`src/common/io_control_config.svh`:
```
// Register select codes and buffer sizes for the memory-mapped I/O block
// Include in any file that decodes the bus address or sizes the SD buffer
`ifndef IO_CONTROL_CONFIG_SVH
`define IO_CONTROL_CONFIG_SVH

////////////////////////////////////////////////////////////
// Address decode
////////////////////////////////////////////////////////////

// Select field is hardware_addr[6:0]
`define IO_SEL_WIDTH 7

// Console port
`define SEL_CHAR 7'd0
`define SEL_CONSOLE_CONTROL 7'd9

// SD card port
`define SEL_SD_LBA 7'd1
`define SEL_SD_CONTROL 7'd2
`define SEL_SD_DATA 7'd3

// Status word, half picked by one address bit above the select field
`define SEL_STATUS 7'd4
`define STATUS_HALF_BIT 7

////////////////////////////////////////////////////////////
// Sector buffer, 512 bytes
////////////////////////////////////////////////////////////

`define SD_BUFF_HALFWORDS 256
`define SD_BUFF_WORDS 128

`endif

```
`src/common/io_control_pkg.sv`:
```
// Shared types for the I/O block and its testbench
// Referenced by scoped name, io_control_pkg::type_name
`include "io_control_config.svh"

package io_control_pkg;

	// CPU bus
	typedef logic [27:0] bus_addr_t;
	typedef logic [31:0] bus_word_t;

	// Console character code
	typedef logic [7:0] console_char_t;

	// 64-bit status input, read as two bus words
	typedef logic [63:0] status_word_t;

	////////////////////////////////////////////////////////////
	// Sector buffer
	////////////////////////////////////////////////////////////

	// SD host side, 16-bit words
	typedef logic [15:0] sd_half_t;
	typedef logic [$clog2(`SD_BUFF_HALFWORDS)-1:0] sd_half_index_t;

	// CPU side, 32-bit words
	typedef logic [$clog2(`SD_BUFF_WORDS)-1:0] sd_word_index_t;

endpackage

```
`src/design/status_port.sv`:
```
// Read-only status port; address bit 7 picks the low or high half of the status word
// Writes to this select are acked and dropped
`include "io_control_config.svh"

module status_port (
	input  logic                         system_clock,
	input  logic                         hardware_reset,
	input  io_control_pkg::bus_addr_t    hardware_addr,
	input  logic                         hardware_ready,
	input  io_control_pkg::status_word_t status,
	output logic                         ack,
	output io_control_pkg::bus_word_t    read_data
);

	logic accept;

	assign accept = hardware_ready & ~ack &
		(hardware_addr[`IO_SEL_WIDTH-1:0] == `SEL_STATUS);

	always_ff @(posedge system_clock or negedge hardware_reset) begin
		if (!hardware_reset) begin
			ack <= 1'b0;
		end else if (!hardware_ready) begin
			ack <= 1'b0;
		end else if (accept) begin
			ack <= 1'b1;
		end
	end

	// Sample the requested half on the accepting edge
	always_ff @(posedge system_clock) begin
		if (accept) begin
			read_data <= hardware_addr[`STATUS_HALF_BIT] ? status[63:32] : status[31:0];
		end
	end

endmodule

```
`config.mk`:
```
export PLATFORM = sky130hd
export DESIGN_NAME = status_port
export DESIGN_NICKNAME = d
export VERILOG_FILES = /design/src/common/io_control_pkg.sv /design/src/design/status_port.sv
export VERILOG_INCLUDE_DIRS = /design/src /design/src/common
export SDC_FILE = /design/constraint.sdc
export NUM_CORES = 1
export LEC_CHECK = 0
export BUFFER_PORTS_ARGS = -buffer_cell sky130_fd_sc_hd__buf_2
export CAP_MARGIN = 20
export CORE_MARGIN = 2
export CORE_UTILIZATION = 37
export CTS_CLUSTER_SIZE = 30
export DETAILED_ROUTE_END_ITERATION = 6
export GPL_ROUTABILITY_DRIVEN = 0
export PLACE_DENSITY = 0.92
export SLEW_MARGIN = 25
export SYNTH_ARGS = -nofsm -noshare
export SYNTH_HDL_FRONTEND = slang
export SYNTH_SLANG_ARGS = --single-unit
```
`constraint.sdc`:
```
create_clock -name system_clock -period 2.16 [get_ports system_clock]
set_clock_uncertainty 0.15 [all_clocks]
set_input_delay 0.324 -clock system_clock [delete_from_list [all_inputs] [get_ports system_clock]]
set_output_delay 0.324 -clock system_clock [all_outputs]
set_load 0.03 [all_outputs]
```
# Word-level counts from Yosys, hierarchy flattened
# Index checks and enable logic that the tools add are counted.
dict set report op_classes {
  mux 3
  bitwise_logic 3
  n_eq_ne 2
}
# cell count
set ops {}
lappend ops {{$mux 32} 1}
lappend ops {{$eq 7x3->1 const B} 1}
lappend ops {{$and 1x1->1} 2}
lappend ops {{$mux 1} 2}
lappend ops {{$ne 2x1->1 const B} 1}
lappend ops {{$not 1->1} 1}
dict set report word_totals {
  ff_bits 33
  input_bits 95
  out_inout_bits 33
  wordCells 10
}

# Longest topological paths before layout
dict set report depth {
  word_depth 5
  ltp_mapped 3
  ltp_nobuf 2
}

# Worst setup path before layout
# OpenSTA, ideal clock, no wires.
dict set report synth_timing {
  kind {input to register}
  from {input hardware_addr[5]}
  to {register read_data[0] (enable)}
  setup_ps 377
  setup_slack_ps 70
  arrival_time_ps 1563
  cell_stages 2
  required_time_ps 1633
  path_buffers 0
  path_cell_list {or4b_1 and4bb_2}
}
dict set report synth_between {
  elab_chain_cells 2
}
# element line_no
set synth_rtl {}
lappend synth_rtl {{start: declaration} status_port.sv:8} ;# input io_control_pkg::bus_addr_t hardware_addr,
lappend synth_rtl {{$eq 7x3->1 (no source line)} n/a}
lappend synth_rtl {{$and 1x1->1} status_port.sv:17} ;# assign accept = hardware_ready & ~ack &
lappend synth_rtl {{via accept} status_port.sv:15} ;# logic accept;
lappend synth_rtl {{end signal: assignment} status_port.sv:33} ;# read_data <= hardware_addr[`STATUS_HALF_BIT] ? status[63:32] : status[31:0];
lappend synth_rtl {{end: declaration} status_port.sv:12} ;# output io_control_pkg::bus_word_t read_data
# The timed path passes the listed nets, and every way through them passes these cells.
# A chain may end at the register's enable or synchronous reset.

# Worst setup path in the final report
dict set report layout_timing {
  from {input hardware_addr[5]}
  to {register read_data[7] (enable)}
}
# Same word-level chain as after synthesis.

==> run summary <==
run status -> finished, final reports clean
DRC Markers -> 0
H-Tree Depth -> 2
Root Driver -> clkbuf_8
Post-layout nets -> 284
asr flop ratio synth -> 3.03%
crit-path max FO -> 18
CP max stage cell -> or4b_1
Syn Std Cell Area -> 1410 sq um
Seq cells post-synth -> 33
Iter 0 DRT Violations -> 16
P_int -> 1.06 mW
post-route ant nets -> 0
Final Worst Setup Slack -> 0.468 ns
count leader, synth -> edfxtp_1
placed instance area -> 2050 sq um
first-pass GRT wire length -> 4.77 mm
Pins Over Slew Limit -> 0
share of power burned in registers -> 54.2%
post-route cell area -> 2150 sq um
Clock Latency Late Sink -> 0.27 ns
setup tns final -> 0 ns
CTS Buf Count -> 5
Synth area leader -> edfxtp_1
combinational share of power -> 10.8%
# setup viols final -> 0
synth-to-layout area growth -> 52.2%
Mapped Cells -> 75
main flop type after synthesis -> edfxtp_1
post-synth cell types -> 11
Final Util -> 58.7%
flop-to-flop setup slack -> 0.78 ns
RSZ-0062 raised after global routing -> no
syn_nets -> 170
total power -> 1.31 mW
Post-synth EDFFs -> 32
Sw Pwr -> 0.247 mW
type of the worst min-delay path -> input pin to flip-flop
antenna violations before repair -> 0
Ports -> 128
Longest Clk Path Bufs -> 2
die width -> 65.8 microns
CTS Sinks -> 33
Switching Share -> 18.8%
Worst-Margin Slew -> 0.401 ns
post-synthesis sequential area ratio -> 69.9%
layout cell share with drive strength beyond 1 -> 77.4%
Initial Util -> 38.6%
Clk pwr share -> 35.0%
top post-synthesis cells by area -> edfxtp_1 68%, mux2_2 24%, dfrtp_1 1.8%, mux2_1 1.6%, or4b_1 1.4%
Detail Placement HPWL -> 2.42 mm
critical path startpoint category -> input pin
fmax -> 591 MHz
Post-CTS Repair Setup Buffers -> 0
Setup CP Type -> input pin to flip-flop
Port Buffers -> 107
max-cap viol count -> 0
top cells by count, synth -> 32 x edfxtp_1, 30 x mux2_2, 3 x buf_2, 2 x mux2_1, 2 x or4b_1
Vias -> 1070
CTS tree -> built
Peak VDD IR -> 0.451 mV
Die H -> 65.8 microns
core region area -> 3660 sq um
antenna cells -> 0
final WL -> 3.07 mm
number of fill cells in the layout -> 288
CP Capture Type -> flip-flop
post-synthesis area per instance -> 18.8 sq um
drt wl/cell -> 12.9 microns
first-pass detailed-route iteration total -> 2
LEAKAGE -> 0.936 nW
Yosys top cell area share -> 68.1%
die footprint -> 4320 sq um
Synthesis Warnings -> 0
Clk pin slew, worst setup/hold paths -> 0.06 ns
largest net degree at the start of global routing -> 19
vias in the first global route -> 1071
CP max stage delay -> 0.53 ns
period utilization -> 78.3%
Final Hold Viols -> 0
min cycle time layout -> 1.69 ns
Worst EP required -> 2.00 ns
crit path DAT -> 1.53 ns
global route total overflow -> 0
Power Dens Cells -> 610 nW/um^2
vias per inst -> 4.50
All-Layer GR Usage -> 15.5%
DP Worst Slack -> 0.193 ns
CP cell instances -> buf_2 > or4b_1 > and4bb_2 > buf_12
Max-Slew Margin vs Limit -> 73.3%
row count -> 22
[layout by cell type (no fill, tap or decap)]
master         instances
mux2_1                 2
buf_12                 3
clkbuf_1               2
dlygate4sd3_1          1
or4b_1                 2
buf_2                107
and4bb_2               1
o21ai_0                1
nor3_1                 1
edfxtp_1              32
dfrtp_1                1
mux2_2                30
nand2_1                1
clkbuf_8               6
[repair_timing]
| item | CTS | global route |
|---|---|---|
| hold endpoints to repair | 1 | 0 |
| hold buffers | 1 | 0 |
| resized for setup | 0 | 0 |
[flip-flops by register name (all words and copies together), names as in the netlist]
register   flops
ack            1
read_data     32
[layer usage]
layer | track usage, % | vias to the layer above | routed length [microns]
met2 | 25.9 | 72 | 1540
met4 | 7.81 | 0 | 49
met1 | 15.6 | 470 | 1080
met5 | 0 | - | 0
li1 | - | 523 | -
met3 | 8.39 | 5 | 399
[area by class of cell]
| cell class | instances | area, sq um | share of cell area, % |
|---|---|---|---|
| flip-flops and latches | 33 | 986 | 45.9 |
| repair buffers | 111 | 606 | 28.2 |
| well taps | 48 | 60.1 | 2.80 |
| multi-input cells | 38 | 407 | 18.9 |
| clock buffers | 8 | 90.1 | 4.19 |
[stage by stage]
stage,cells,hold slack (ns)
floorplan,75,-0.122
global placement,229,-0.0490
detailed placement,229,-0.0485
CTS,238,0.129
global route,238,0.167
finish,238,0.140
[final timing paths]
path                       depth (start not counted)              from      endpoint
min in group asynchronous                          2    hardware_reset           ack
hold reg to reg                                    2               ack           ack
hold / removal                                     3    hardware_ready           ack
setup / recovery                                   4  hardware_addr[5]  read_data[7]
setup reg to reg                                   2               ack  read_data[7]
max in group asynchronous                          2    hardware_reset           ack
[power groups by stage]
stage,clock network (mW),logic (mW),registers (mW)
after floorplan,0,0.0609,0.728
after global placement,0,0.137,0.723
after detailed placement,0,0.141,0.723
after CTS,0.474,0.143,0.710
after global routing,0.507,0.155,0.709
final,0.459,0.141,0.710
[kinds of logic after synthesis]
kind of cell    Yosys count  share of synthesized area [%]
compound gates            1                          0.354
buf+inv                   4                           1.33
flops                    33                           69.9
mux                      32                           25.5
simple gates              5                           2.92
[worst max-delay path: cells and delay by family]
kind | cells | cell delay [ns]
buffers and inverters | 2 | 0.27
AND/OR/NAND/NOR | 2 | 0.93
Power figures use the tool's default switching activity.
