===== src/common/io_control_config.svh =====
// Register select codes and buffer sizes for the memory-mapped I/O block
// Include in any file that decodes the bus address or sizes the SD buffer
`ifndef IO_CONTROL_CONFIG_SVH
`define IO_CONTROL_CONFIG_SVH

////////////////////////////////////////////////////////////
// Address decode
////////////////////////////////////////////////////////////

// Select field is hardware_addr[6:0]
`define IO_SEL_WIDTH 7

// Console port
`define SEL_CHAR 7'd0
`define SEL_CONSOLE_CONTROL 7'd9

// SD card port
`define SEL_SD_LBA 7'd1
`define SEL_SD_CONTROL 7'd2
`define SEL_SD_DATA 7'd3

// Status word, half picked by one address bit above the select field
`define SEL_STATUS 7'd4
`define STATUS_HALF_BIT 7

////////////////////////////////////////////////////////////
// Sector buffer, 512 bytes
////////////////////////////////////////////////////////////

`define SD_BUFF_HALFWORDS 256
`define SD_BUFF_WORDS 128

`endif


===== src/common/io_control_pkg.sv =====
// Shared types for the I/O block and its testbench
// Referenced by scoped name, io_control_pkg::type_name
`include "io_control_config.svh"

package io_control_pkg;

	// CPU bus
	typedef logic [27:0] bus_addr_t;
	typedef logic [31:0] bus_word_t;

	// Console character code
	typedef logic [7:0] console_char_t;

	// 64-bit status input, read as two bus words
	typedef logic [63:0] status_word_t;

	////////////////////////////////////////////////////////////
	// Sector buffer
	////////////////////////////////////////////////////////////

	// SD host side, 16-bit words
	typedef logic [15:0] sd_half_t;
	typedef logic [$clog2(`SD_BUFF_HALFWORDS)-1:0] sd_half_index_t;

	// CPU side, 32-bit words
	typedef logic [$clog2(`SD_BUFF_WORDS)-1:0] sd_word_index_t;

endpackage


===== src/console/console_port.sv =====
// Text console port: character register and console control register
// Strobes toward the video side hold until the console reports char_done
`include "io_control_config.svh"

module console_port (
	input  logic                          system_clock,
	input  logic                          hardware_reset,
	input  io_control_pkg::bus_addr_t     hardware_addr,
	input  io_control_pkg::bus_word_t     hardware_data_in,
	input  logic                          hardware_write,
	input  logic                          hardware_ready,
	input  logic                          char_done,
	output logic                          ack,
	output io_control_pkg::bus_word_t     read_data,
	output logic                          char_display_on,
	output logic                          char_write,
	output io_control_pkg::console_char_t char_out,
	output logic                          char_clear,
	output logic                          char_clear_line
);

	logic sel_char;
	logic sel_control;
	logic accept;

	// Address decode
	assign sel_char    = hardware_addr[`IO_SEL_WIDTH-1:0] == `SEL_CHAR;
	assign sel_control = hardware_addr[`IO_SEL_WIDTH-1:0] == `SEL_CONSOLE_CONTROL;

	// First cycle of a transfer aimed at this port
	assign accept = hardware_ready & ~ack & (sel_char | sel_control);

	////////////////////////////////////////////////////////////
	// Handshake and console control state
	////////////////////////////////////////////////////////////

	always_ff @(posedge system_clock or negedge hardware_reset) begin
		if (!hardware_reset) begin
			ack             <= 1'b0;
			char_display_on <= 1'b0;
			char_write      <= 1'b0;
			char_clear      <= 1'b0;
			char_clear_line <= 1'b0;
		end else begin
			// Console finished the pending operation
			if (char_done) begin
				char_write      <= 1'b0;
				char_clear      <= 1'b0;
				char_clear_line <= 1'b0;
			end
			// Ack holds while the master keeps ready up
			if (!hardware_ready) begin
				ack <= 1'b0;
			end else if (accept) begin
				ack <= 1'b1;
			end
			if (accept && hardware_write) begin
				if (sel_char) begin
					char_write <= 1'b1;
				end
				if (sel_control) begin
					// Bit 0 is the display enable level
					char_display_on <= hardware_data_in[0];
					// Full clear wins over line clear
					if (hardware_data_in[1]) begin
						char_clear <= 1'b1;
					end else if (hardware_data_in[2]) begin
						char_clear_line <= 1'b1;
					end
				end
			end
		end
	end

	////////////////////////////////////////////////////////////
	// Character and read data
	////////////////////////////////////////////////////////////

	always_ff @(posedge system_clock) begin
		// A new write overwrites a character still pending
		if (accept && hardware_write && sel_char) begin
			char_out <= hardware_data_in[7:0];
		end
		if (accept && !hardware_write) begin
			if (sel_char) begin
				read_data <= {24'd0, char_out};
			end else begin
				read_data <= {29'd0, char_clear_line, char_clear, char_display_on};
			end
		end
	end

endmodule


===== config.mk =====
export PLATFORM = sky130hd
export DESIGN_NAME = console_port
export DESIGN_NICKNAME = d
export VERILOG_FILES = /design/src/common/io_control_pkg.sv /design/src/console/console_port.sv
export VERILOG_INCLUDE_DIRS = /design/src /design/src/common
export SDC_FILE = /design/constraint.sdc
export NUM_CORES = 1
export LEC_CHECK = 0
export BUFFER_PORTS_ARGS = -buffer_cell sky130_fd_sc_hd__buf_2
export CORE_MARGIN = 1.5
export CORE_UTILIZATION = 38
export CTS_BUF_LIST = sky130_fd_sc_hd__clkbuf_8
export CTS_CLUSTER_DIAMETER = 40
export CTS_CLUSTER_SIZE = 28
export DETAILED_ROUTE_END_ITERATION = 10
export GPL_TIMING_DRIVEN = 0
export PLACE_DENSITY_LB_ADDON = 0.2
export RECOVER_POWER = 50
export SLEW_MARGIN = 20
export SYNTH_ARGS = -nofsm -noshare
export SYNTH_HDL_FRONTEND = slang
export SYNTH_SLANG_ARGS = --single-unit

===== constraint.sdc =====
create_clock -name system_clock -period 2.8 [get_ports system_clock]
set_input_delay 0 -clock system_clock [delete_from_list [all_inputs] [get_ports system_clock]]
set_output_delay 0 -clock system_clock [all_outputs]
set_load 0.05 [all_outputs]

# Word-level counts from Yosys, hierarchy flattened
# Index checks and enable logic that the tools add are counted.
# op_classes
bitwise,4
n_reduce_logical,6
mux,15
n_eq_ne,2
# ops
op,n
$mux W1,14
$eq A7 B4 Y1 const B,1
$logic_not A7 Y1,1
$logic_and A1 B1 Y1,3
$mux W3,1
$and A1 B1 Y1,2
$ne A2 B1 Y1 const B,1
$reduce_and A2 Y1,1
$logic_not A1 Y1,1
$not A1 Y1,1
$or A1 B1 Y1,1
# totals
word_cells,35
output_inout_bits,45
inputBits,65
regBits,45

# Logic depth before layout (Yosys ltp)
# Gate-level depths: netlist of run 1.
# logic_depth
word_depth,5
mapped_depth,4

# Worst setup path before layout of run 1
# Ideal clock, no wire load.
# synth_path
path_type,input -> register
from,input port hardware_addr[4]
to,"register read_data[0], enable pin"
t_arrival_ns,1.627
n_path_buf,0
setup_ns,0.395
slack_ns,0.778
required_time_ns,2.405
stages,3
cell_sequence,or4_4 nor3_1 nor4bb_1
# synth_between
elab_chain_cells,4
word_cells_on_any_way,5
cone_classes,eq/ne: 1; bitwise: 2; reduce/logical: 2
# synth_rtl
item,line,text
"start, declared",console_port.sv:8,"input io_control_pkg::bus_addr_t hardware_addr,"
$eq A7 B4 Y1 (no source line) or $logic_not A7 Y1 (tied branches),-,
$or A1 B1 Y1 *,console_port.sv:31,assign accept = hardware_ready & ~ack & (sel_char | sel_control);
$and A1 B1 Y1 *,console_port.sv:31,
$logic_and A1 B1 Y1 *,console_port.sv:84,if (accept && !hardware_write) begin
"end signal, assigned",console_port.sv:86,"read_data <= {24'd0, char_out};"
"end signal, assigned",console_port.sv:88,"read_data <= {29'd0, char_clear_line, char_clear, char_display_on};"
"end, declared",console_port.sv:14,"output io_control_pkg::bus_word_t read_data,"
# Mark *: on every way between the ends. The rest lies on a longest branch, timed or not.
# A chain may end at the register's enable or synchronous reset.

# Worst setup path after layout of run 1
# layout_path
from,input port hardware_addr[4]
to,"register read_data[4], enable pin"
# Same word-level chain as after synthesis.

==> reports/qor.csv, run 1 <==
metric,value,unit
status,finished clean,
routability cong.,0.702,
die footprint,2960,sq um
"Slew Viols, Final",0,
DRT Pass-1 Iters,4,
Clock power frac,28.4,%
gr usage total,12.8,%
antenna violations before repair,0,
sequential fraction of design power,50.7,%
crit path time final,1.89,ns
multi-input combinational cell area,289,sq um
Int Power,480,uW
first-pass GRT wire length,2670,um
Rel. slew slack,36.3,%
Fillers,223,
Sw Pwr,183,uW
CP startpoint kind,primary input,
die height,54.4,um
Combinational Power Share,20.9,%
CORE AREA,2500,sq um
achievable frequency,528,MHz
ant diodes,0,
synth warn,0,
"Core Util, Final",58.1,%
RSZ-0062 raised after global routing,no,
clock-pin slew on the worst setup and hold paths,0.07,ns
drt total wl,1810,um
CP Class,primary input to flop,
worst-path maximum fanout,8,
async set or reset register ratio after synthesis,23.8,%
CP Capture Type,flop,
fin crit share,67.7,%
Layout area overhead,44.6,%
final hold violation count,0,
worst-case clock skew,0.00366,ns
worst vdd ir,286,uV
Root Buffer,clkbuf_8,
TritonCTS clock tree,yes,
post-synthesis cell area,1000,sq um
max cap viols,0,
CTS sink cnt,21,
Rows,18,
total global routing overflow,0,
final setup fails,0,
number of H-tree levels,1,
net switching share of the total power,27.6,%
Worst-Margin Slew,0.942,ns
Via Count,710,
"Avg Cell Area, Syn",14.0,sq um
Detail Route Antenna Nets,0,
PD cells,456,nW/um^2
share of cells above drive strength 1,36.9,%
Top Ports,110,
maximum root-to-sink buffer count,2,
register bit count reported by yosys,21,
Initial Util,40.2,%
WHS,0.0367,ns
Inserted Clock Buffers,3,
number of distinct library cells after synthesis,21,
leakage,0.707,nW
Crit path arrival time,1.77,ns
sequential area share after synthesis,60.3,%
Worst Setup SP,hardware_addr[4],
most used flip-flop cell after synthesis,edfxtp_1,
sequential cell area,606,sq um
largest net degree at the start of global routing,13,
reg2reg start,ack$_DFFE_PN0P_,
vias in the first global route,667,
Post-synth EDFFs,16,
die span in x,54.4,um
violation count after the first detailed-routing iteration,3,
Required @ worst endpoint,2.68,ns
reg2reg path depth,3,
Cells after Synth,72,
# port buffers,40,
vias per cell,3.97,
Hold Crit Class,primary input to flop,
Setup Total Neg Slack,0,ns
hold path depth,3,
Nets,215,
hpwl dp,1480,um
# DRC,0,
clk_lat worst skew,0.25,ns
min-delay src,char_done,
wire per inst,10.1,um
-- cells in the mapped netlist, types with 2 or more instances --
cell type  count  area (sq um)
or4_4          2          22.5
nor4_1         2          12.5
edfxtp_1      16           480
mux2_4         3          45.0
dfrtp_1        5           125
buf_4         24           180
and2_1         5          31.3
inv_1          2          7.51
-- power by group through the flow --
stage / registers (mW) / clock network (mW) / logic, mW
2_1_floorplan: 0.347 / 0 / 0.103
3_3_place_gp: 0.343 / 0 / 0.126
3_5_place_dp: 0.343 / 0 / 0.127
4_1_cts: 0.336 / 0.195 / 0.138
5_1_grt: 0.336 / 0.211 / 0.147
6_report: 0.336 / 0.188 / 0.139
-- registers in the layout, summed over array words and instances, names as in the netlist --
| register | count |
|---|---|
| ack | 1 |
| char_out | 8 |
| char_clear | 1 |
| char_clear_line | 1 |
| char_write | 1 |
| char_display_on | 1 |
| read_data | 8 |
-- cells by family after synthesis --
group / Yosys count / share of synthesized area (%)
other: 1 / 0.373
AND/OR/NAND/NOR: 14 / 9.59
XOR/XNOR: 1 / 0.872
AO/OA/AOI/OAI: 4 / 3.49
buffers and inverters: 27 / 19.8
multiplexers: 4 / 5.60
flip-flops: 21 / 60.3
-- layer usage --
metal / routed length, um / up-vias / GRT usage [%] / share of wire, %
met5: 0 / - / 0 / 0
met4: 0 / 0 / 6.25 / 0
met3: 163 / 0 / 3.83 / 9.0
met2: 961 / 36 / 23.5 / 53
met1: 681 / 316 / 13.2 / 38
li1: - / 358 / - / -
-- cell type report --
cell class | instances | area share, %
Multi-Input combinational cell | 47 | 19.9
Buffer | 25 | 13.2
Clock inverter | 1 | 0.345
Clock buffer | 3 | 2.84
Sequential cell | 21 | 41.7
Inverter | 2 | 0.517
Timing Repair Buffer | 50 | 18.9
Tap cell | 30 | 2.58
-- layout by cell type (no fill, tap or decap), types with 3 or more instances in the layout --
cell / n
buf_4: 24
conb_1: 24
buf_2: 20
clkbuf_1: 20
edfxtp_1: 16
dlygate4sd3_1: 10
and2_1: 5
dfrtp_1: 5
mux2_4: 3
clkbuf_8: 3
-- path summary, 6_finish.rpt --
check / to / slack, ns
setup / recovery: read_data[4]$_SDFFCE_PP0P_ / 0.91
hold / removal: char_write$_DFF_PN0_ / 0.04
setup reg to reg: char_display_on$_DFFE_PN0P_ / 1.14
hold reg to reg: char_write$_DFF_PN0_ / 0.50
max in group asynchronous: char_write$_DFF_PN0_ / 2.47
min in group asynchronous: char_display_on$_DFFE_PN0P_ / 0.12
-- critical path: stages --
cell and delay (ns):
buf_2 0.09, or4_1 0.58, nor3_1 0.28, nor4bb_2 0.81
-- metrics by stage --
stage | worst slack (ns) | instance area, sq um | std cells | total power [mW]
after floorplan | 0.778 | 1090 | 95 | 0.450
after global placement | 0.350 | 1330 | 165 | 0.469
after detailed placement | 0.674 | 1340 | 165 | 0.470
after CTS | 0.949 | 1480 | 179 | 0.670
after global routing | 0.799 | 1450 | 179 | 0.694
final | 0.905 | 1450 | 179 | 0.663
-- timing repair --
action                    in CTS  in global routing
gates resized for setup        0                  0
buffers inserted               0                  0
hold buffers                  10                  0
hold endpoints to repair      15                  0
Note: power is estimated with default switching activity, not from simulation.
==> inputs of run 2 (changes only) <==
CORE_UTILIZATION = 35   (was 38)
clock period = 1.9 ns   (was 2.8 ns; I/O delays follow)
==> run 2 against run 1 <==
Compared with the run above:
- sequential cell count unchanged
- setup slack lost 0.73 ns
- sequential power up 47%
- clock skew is 0.0019 ns lower
- power rose by 48%
- critical endpoint is now char_display_on$_DFFE_PN0P_
==> reports/qor.csv, run 2 (same netlist as run 1, synthesis figures left out) <==
metric,value,unit
status,finished clean,
TritonCTS clock tree,yes,
Crit-path slowest cell,nor4_1,
CP Capture Type,flop,
max cap viols,0,
worst vdd ir,523,uV
gr usage total,11.2,%
largest net degree at the start of global routing,13,
Nets,215,
share of cells above drive strength 1,36.9,%
# port buffers,40,
WHS,0.0521,ns
Layout area overhead,45.7,%
DRT Pass-1 Iters,4,
final hold violation count,0,
CTS sink cnt,21,
violation count after the first detailed-routing iteration,14,
Detail Route Antenna Nets,0,
Crit path arrival time,1.87,ns
Root Buffer,clkbuf_8,
CP startpoint kind,flop,
die footprint,3200,sq um
CP Buf/Inv Count,0,
Rel. slew slack,56.3,%
Hold Crit Class,primary input to flop,
hpwl dp,1380,um
Setup Total Neg Slack,0,ns
maximum root-to-sink buffer count,2,
highest routed layer,met4,
Via Count,710,
achievable frequency,578,MHz
Required @ worst endpoint,2.04,ns
Rows,19,
top cell family by delay on the critical path,simple AND/OR/NAND/NOR gates,
hold path depth,3,
routability cong.,0.735,
DP Area,1340,sq um
CORE AREA,2730,sq um
worst-case clock skew,0.00179,ns
crit path time final,1.73,ns
vias per cell,3.94,
Initial Util,36.8,%
critical path depth in cells,3,
RSZ-0062 raised after global routing,no,
wire per inst,9.73,um
PD cells,670,nW/um^2
routed length on met1,708,um
drt total wl,1750,um
crit-path max cell delay,0.56,ns
antenna violations before repair,0,
placed cell count,166,
Top Ports,110,
"commonest non-fill, non-tap cells in the layout","buf_4 (24), conb_1 (24), clkbuf_1 (21), buf_2 (19), edfxtp_1 (16)",
total chip power,981,uW
biggest regs,"char_out (8), read_data (8)",
# DRC,0,
fin crit share,91.0,%
met2 wire len,828,um
reg2reg path depth,3,
first-pass GRT wire length,2750,um
critical-path cell list,nand3b_1 > nor4_1 > mux2_2,
leakage,0.706,nW
ant diodes,0,
die height,56.6,um
clock-pin slew on the worst setup and hold paths,0.07,ns
worst-path maximum fanout,4,
vias in the first global route,671,
Inserted Clock Buffers,3,
met3 routed WL,178,um
total global routing overflow,0,
Worst-Margin Slew,0.649,ns
number of H-tree levels,1,
# Post-CTS Setup Buffers,0,
clk_lat worst skew,0.26,ns
CP Class,flop to flop,
"Slew Viols, Final",0,
die span in x,56.6,um
fin area,1460,sq um
Finished Layout Cells,180,
final setup fails,0,
==> run 2: final timing paths <==
path                                 startpoint                     endpoint  slack (ns)
min reg2reg                char_write$_DFF_PN0_         char_write$_DFF_PN0_        0.50
max                             ack$_DFFE_PN0P_  char_display_on$_DFFE_PN0P_        0.17
max in group asynchronous        hardware_reset         char_write$_DFF_PN0_        1.57
max reg2reg                     ack$_DFFE_PN0P_  char_display_on$_DFFE_PN0P_        0.17
min in group asynchronous        hardware_reset    char_clear_line$_DFF_PN0_        0.12
min                                   char_done         char_write$_DFF_PN0_        0.05
==> run 2: tightest hold or removal path: stages <==
cell and delay [ns]:
buf_2 0.08, inv_1 0.06, o2bb2ai_1 0.13
==> run 2: what timing repair did <==
| action | in CTS | in global routing |
|---|---|---|
| hold endpoints to repair | 16 | 0 |
| hold buffers | 10 | 0 |
| gates resized for setup | 1 | 1 |
| setup endpoints to repair | 8 | 8 |
==> run 2: routing by layer <==
metal / up-vias / global-route usage (%)
met5: - / 0
met4: 0 / 7.14
met3: 5 / 2.30
met2: 43 / 17.6
met1: 304 / 14.0
li1: 358 / -
==> run 2: area by class of cell <==
| type | instances | area, sq um |
|---|---|---|
| plain buffers | 25 | 191 |
| clock buffers | 3 | 41.3 |
| clock inverters | 1 | 5.00 |
| fillers | 252 | 1270 |
| inverters | 2 | 7.51 |
| multi-input cells | 47 | 300 |
| flip-flops and latches | 21 | 606 |
| well taps | 31 | 38.8 |
| repair buffers | 50 | 274 |
==> run 2: where the power goes <==
group	internal, mW	switching, mW	leakage [nW]
combinational	0.0680	0.137	0.448
clock	0.146	0.135	0.0255
sequential	0.494	0.00138	0.232
==> run 2: stage by stage <==
step                setup slack, ns  util [%]
finish                        0.170      53.5
floorplan                    0.0452         -
detailed placement           -0.283      48.9
global placement             -0.263      48.9
CTS                          0.0234      54.3
global route                 0.0737      53.5
==> inputs of run 3 (changes only) <==
GPL_TIMING_DRIVEN = not set   (was 0)
PLACE_DENSITY = 0.81   (was not set)
PLACE_DENSITY_LB_ADDON = not set   (was 0.2)
==> run 3 against run 2 <==
Compared with the run above:
- first-iteration DRC count is 21% higher
- die area stayed put
- critical path type unchanged
- clock skew is 0.0028 ns higher
- non-clock buffer count is 23 lower
- largest cell class unchanged
==> reports/qor.csv, run 3 (same netlist as run 1, synthesis figures left out) <==
metric,value,unit
status,finished clean,
Sw Pwr,256,uW
CP Capture Type,flop,
largest net degree at the start of global routing,12,
max cap viols,0,
min-delay src,char_done,
die height,56.6,um
CP Class,flop to flop,
die footprint,3200,sq um
final hold violation count,0,
crit path time final,1.72,ns
# port buffers,40,
vias per cell,4.16,
"commonest non-fill, non-tap cell in the layout",conb_1,
DRT Pass-1 Iters,4,
Top Ports,110,
PD cells,726,nW/um^2
GRT busiest layer,met2,
Via Count,653,
Inserted Clock Buffers,3,
hpwl dp,1460,um
met2 Usage GRT,19.6,%
"commonest non-fill, non-tap cells in the layout","conb_1 (24), buf_2 (20), clkbuf_1 (20), edfxtp_1 (16), dlygate4sd3_1 (10)",
Fillers,270,
Nets,192,
Hold Crit Class,primary input to flop,
sequential cell area,606,sq um
"Slew Viols, Final",0,
# DRC,0,
routability cong.,0.881,
CTS sink cnt,21,
global routing usage on met1,10.1,%
flop2flop setup slack,0.18,ns
worst-case clock skew,0.00460,ns
clock-pin slew on the worst setup and hold paths,0.07,ns
CORE AREA,2730,sq um
hold path depth,3,
Root Buffer,clkbuf_8,
CTS-repair resized insts,0,
multi-input combinational cell area,289,sq um
first-pass GRT wire length,2510,um
biggest regs,"char_out (8), read_data (8)",
total global routing overflow,0,
Layout area overhead,27.0,%
Crit path arrival time,1.86,ns
fin crit share,90.4,%
worst reg2reg path endpoint,char_display_on$_DFFE_PN0P_,
Hold Path Sink,char_write$_DFF_PN0_,
reg2reg start,ack$_DFFE_PN0P_,
violation count after the first detailed-routing iteration,17,
wire per inst,11.2,um
Worst-Margin Slew,0.626,ns
Rel. slew slack,57.9,%
Setup Total Neg Slack,0,ns
gr usage total,10.3,%
die span in x,56.6,um
Combinational Power Share,17.7,%
achievable frequency,582,MHz
M3 GR Usage,2.30,%
final setup fails,0,
RSZ-0062 raised after global routing,no,
worst vdd ir,494,uV
fin area,1280,sq um
Initial Util,36.8,%
CP startpoint kind,flop,
Detail Route Antenna Nets,0,
Required @ worst endpoint,2.04,ns
net switching share of the total power,27.6,%
Int Power,671,uW
drt total wl,1750,um
sequential fraction of design power,53.4,%
reg2reg path depth,3,
share of cells above drive strength 1,24.6,%
leakage,0.582,nW
antenna violations before repair,0,
clk_lat worst skew,0.25,ns
TritonCTS clock tree,yes,
DP Area,1160,sq um
Clock power frac,28.9,%
Rows,19,
ant diodes,0,
number of H-tree levels,1,
worst-path maximum fanout,4,
maximum root-to-sink buffer count,2,
vias in the first global route,583,
[run 3: final cells by class]
cell class | instances | area share [%]
Clock buffer | 3 | 3.24
Tap cell | 31 | 3.04
Sequential cell | 21 | 47.5
Clock inverter | 1 | 0.294
Inverter | 2 | 0.588
Multi-Input combinational cell | 47 | 22.6
Timing Repair Buffer | 52 | 22.7
[run 3: worst max path at each step]
| stage | from | slack, ns | end | depth (start not counted) |
|---|---|---|---|---|
| finish | ack$_DFFE_PN0P_ | 0.18 | char_display_on$_DFFE_PN0P_ | 3 |
| global route | ack$_DFFE_PN0P_ | 0.09 | char_display_on$_DFFE_PN0P_ | 3 |
| CTS | ack$_DFFE_PN0P_ | 0.19 | char_display_on$_DFFE_PN0P_ | 3 |
| detailed placement | hardware_addr[4] | 0.15 | char_display_on$_DFFE_PN0P_ | 4 |
| global placement | hardware_addr[4] | 0.18 | char_out[4]$_DFFE_PP_ | 5 |
| floorplan | hardware_addr[4] | 0.05 | char_out[0]$_DFFE_PP_ | 4 |
[run 3: metal layers]
| layer | part of all wire [%] | wire length, um | up-vias |
|---|---|---|---|
| met5 | 0 | 0 | - |
| met4 | 1.3 | 23 | 0 |
| met3 | 9.9 | 174 | 2 |
| met2 | 51 | 901 | 40 |
| met1 | 37 | 654 | 298 |
| li1 | - | - | 313 |
[run 3: worst max-delay path, cell delays in order, from the launching register on]
cell      delay [ns]
dfrtp_1         0.41
nand3b_1        0.23
nor4_1          0.56
mux2_2          0.40
[run 3: power by group through the flow]
stage | registers [mW] | clock network, mW | logic (mW)
final | 0.495 | 0.268 | 0.164
after global routing | 0.495 | 0.297 | 0.171
after CTS | 0.495 | 0.275 | 0.165
after detailed placement | 0.505 | 0 | 0.150
after global placement | 0.505 | 0 | 0.148
after floorplan | 0.512 | 0 | 0.152
[run 3: what timing repair did]
action | in CTS | in global routing
hold endpoints to repair | 14 | 0
hold buffers | 10 | 0
buffers inserted | 0 | 0
[run 3: through the flow]
stage               util [%]  cells  total power [mW]  hold WS (ns)  setup slack (ns)
finish                  46.7    157             0.927        0.0503             0.182
global route            46.7    157             0.964        0.0769            0.0861
CTS                     47.7    157             0.935        0.0594             0.186
detailed placement      42.4    143             0.655        -0.178             0.155
global placement        42.4    143             0.653        -0.179             0.180
floorplan                  -     95             0.664        -0.296            0.0452
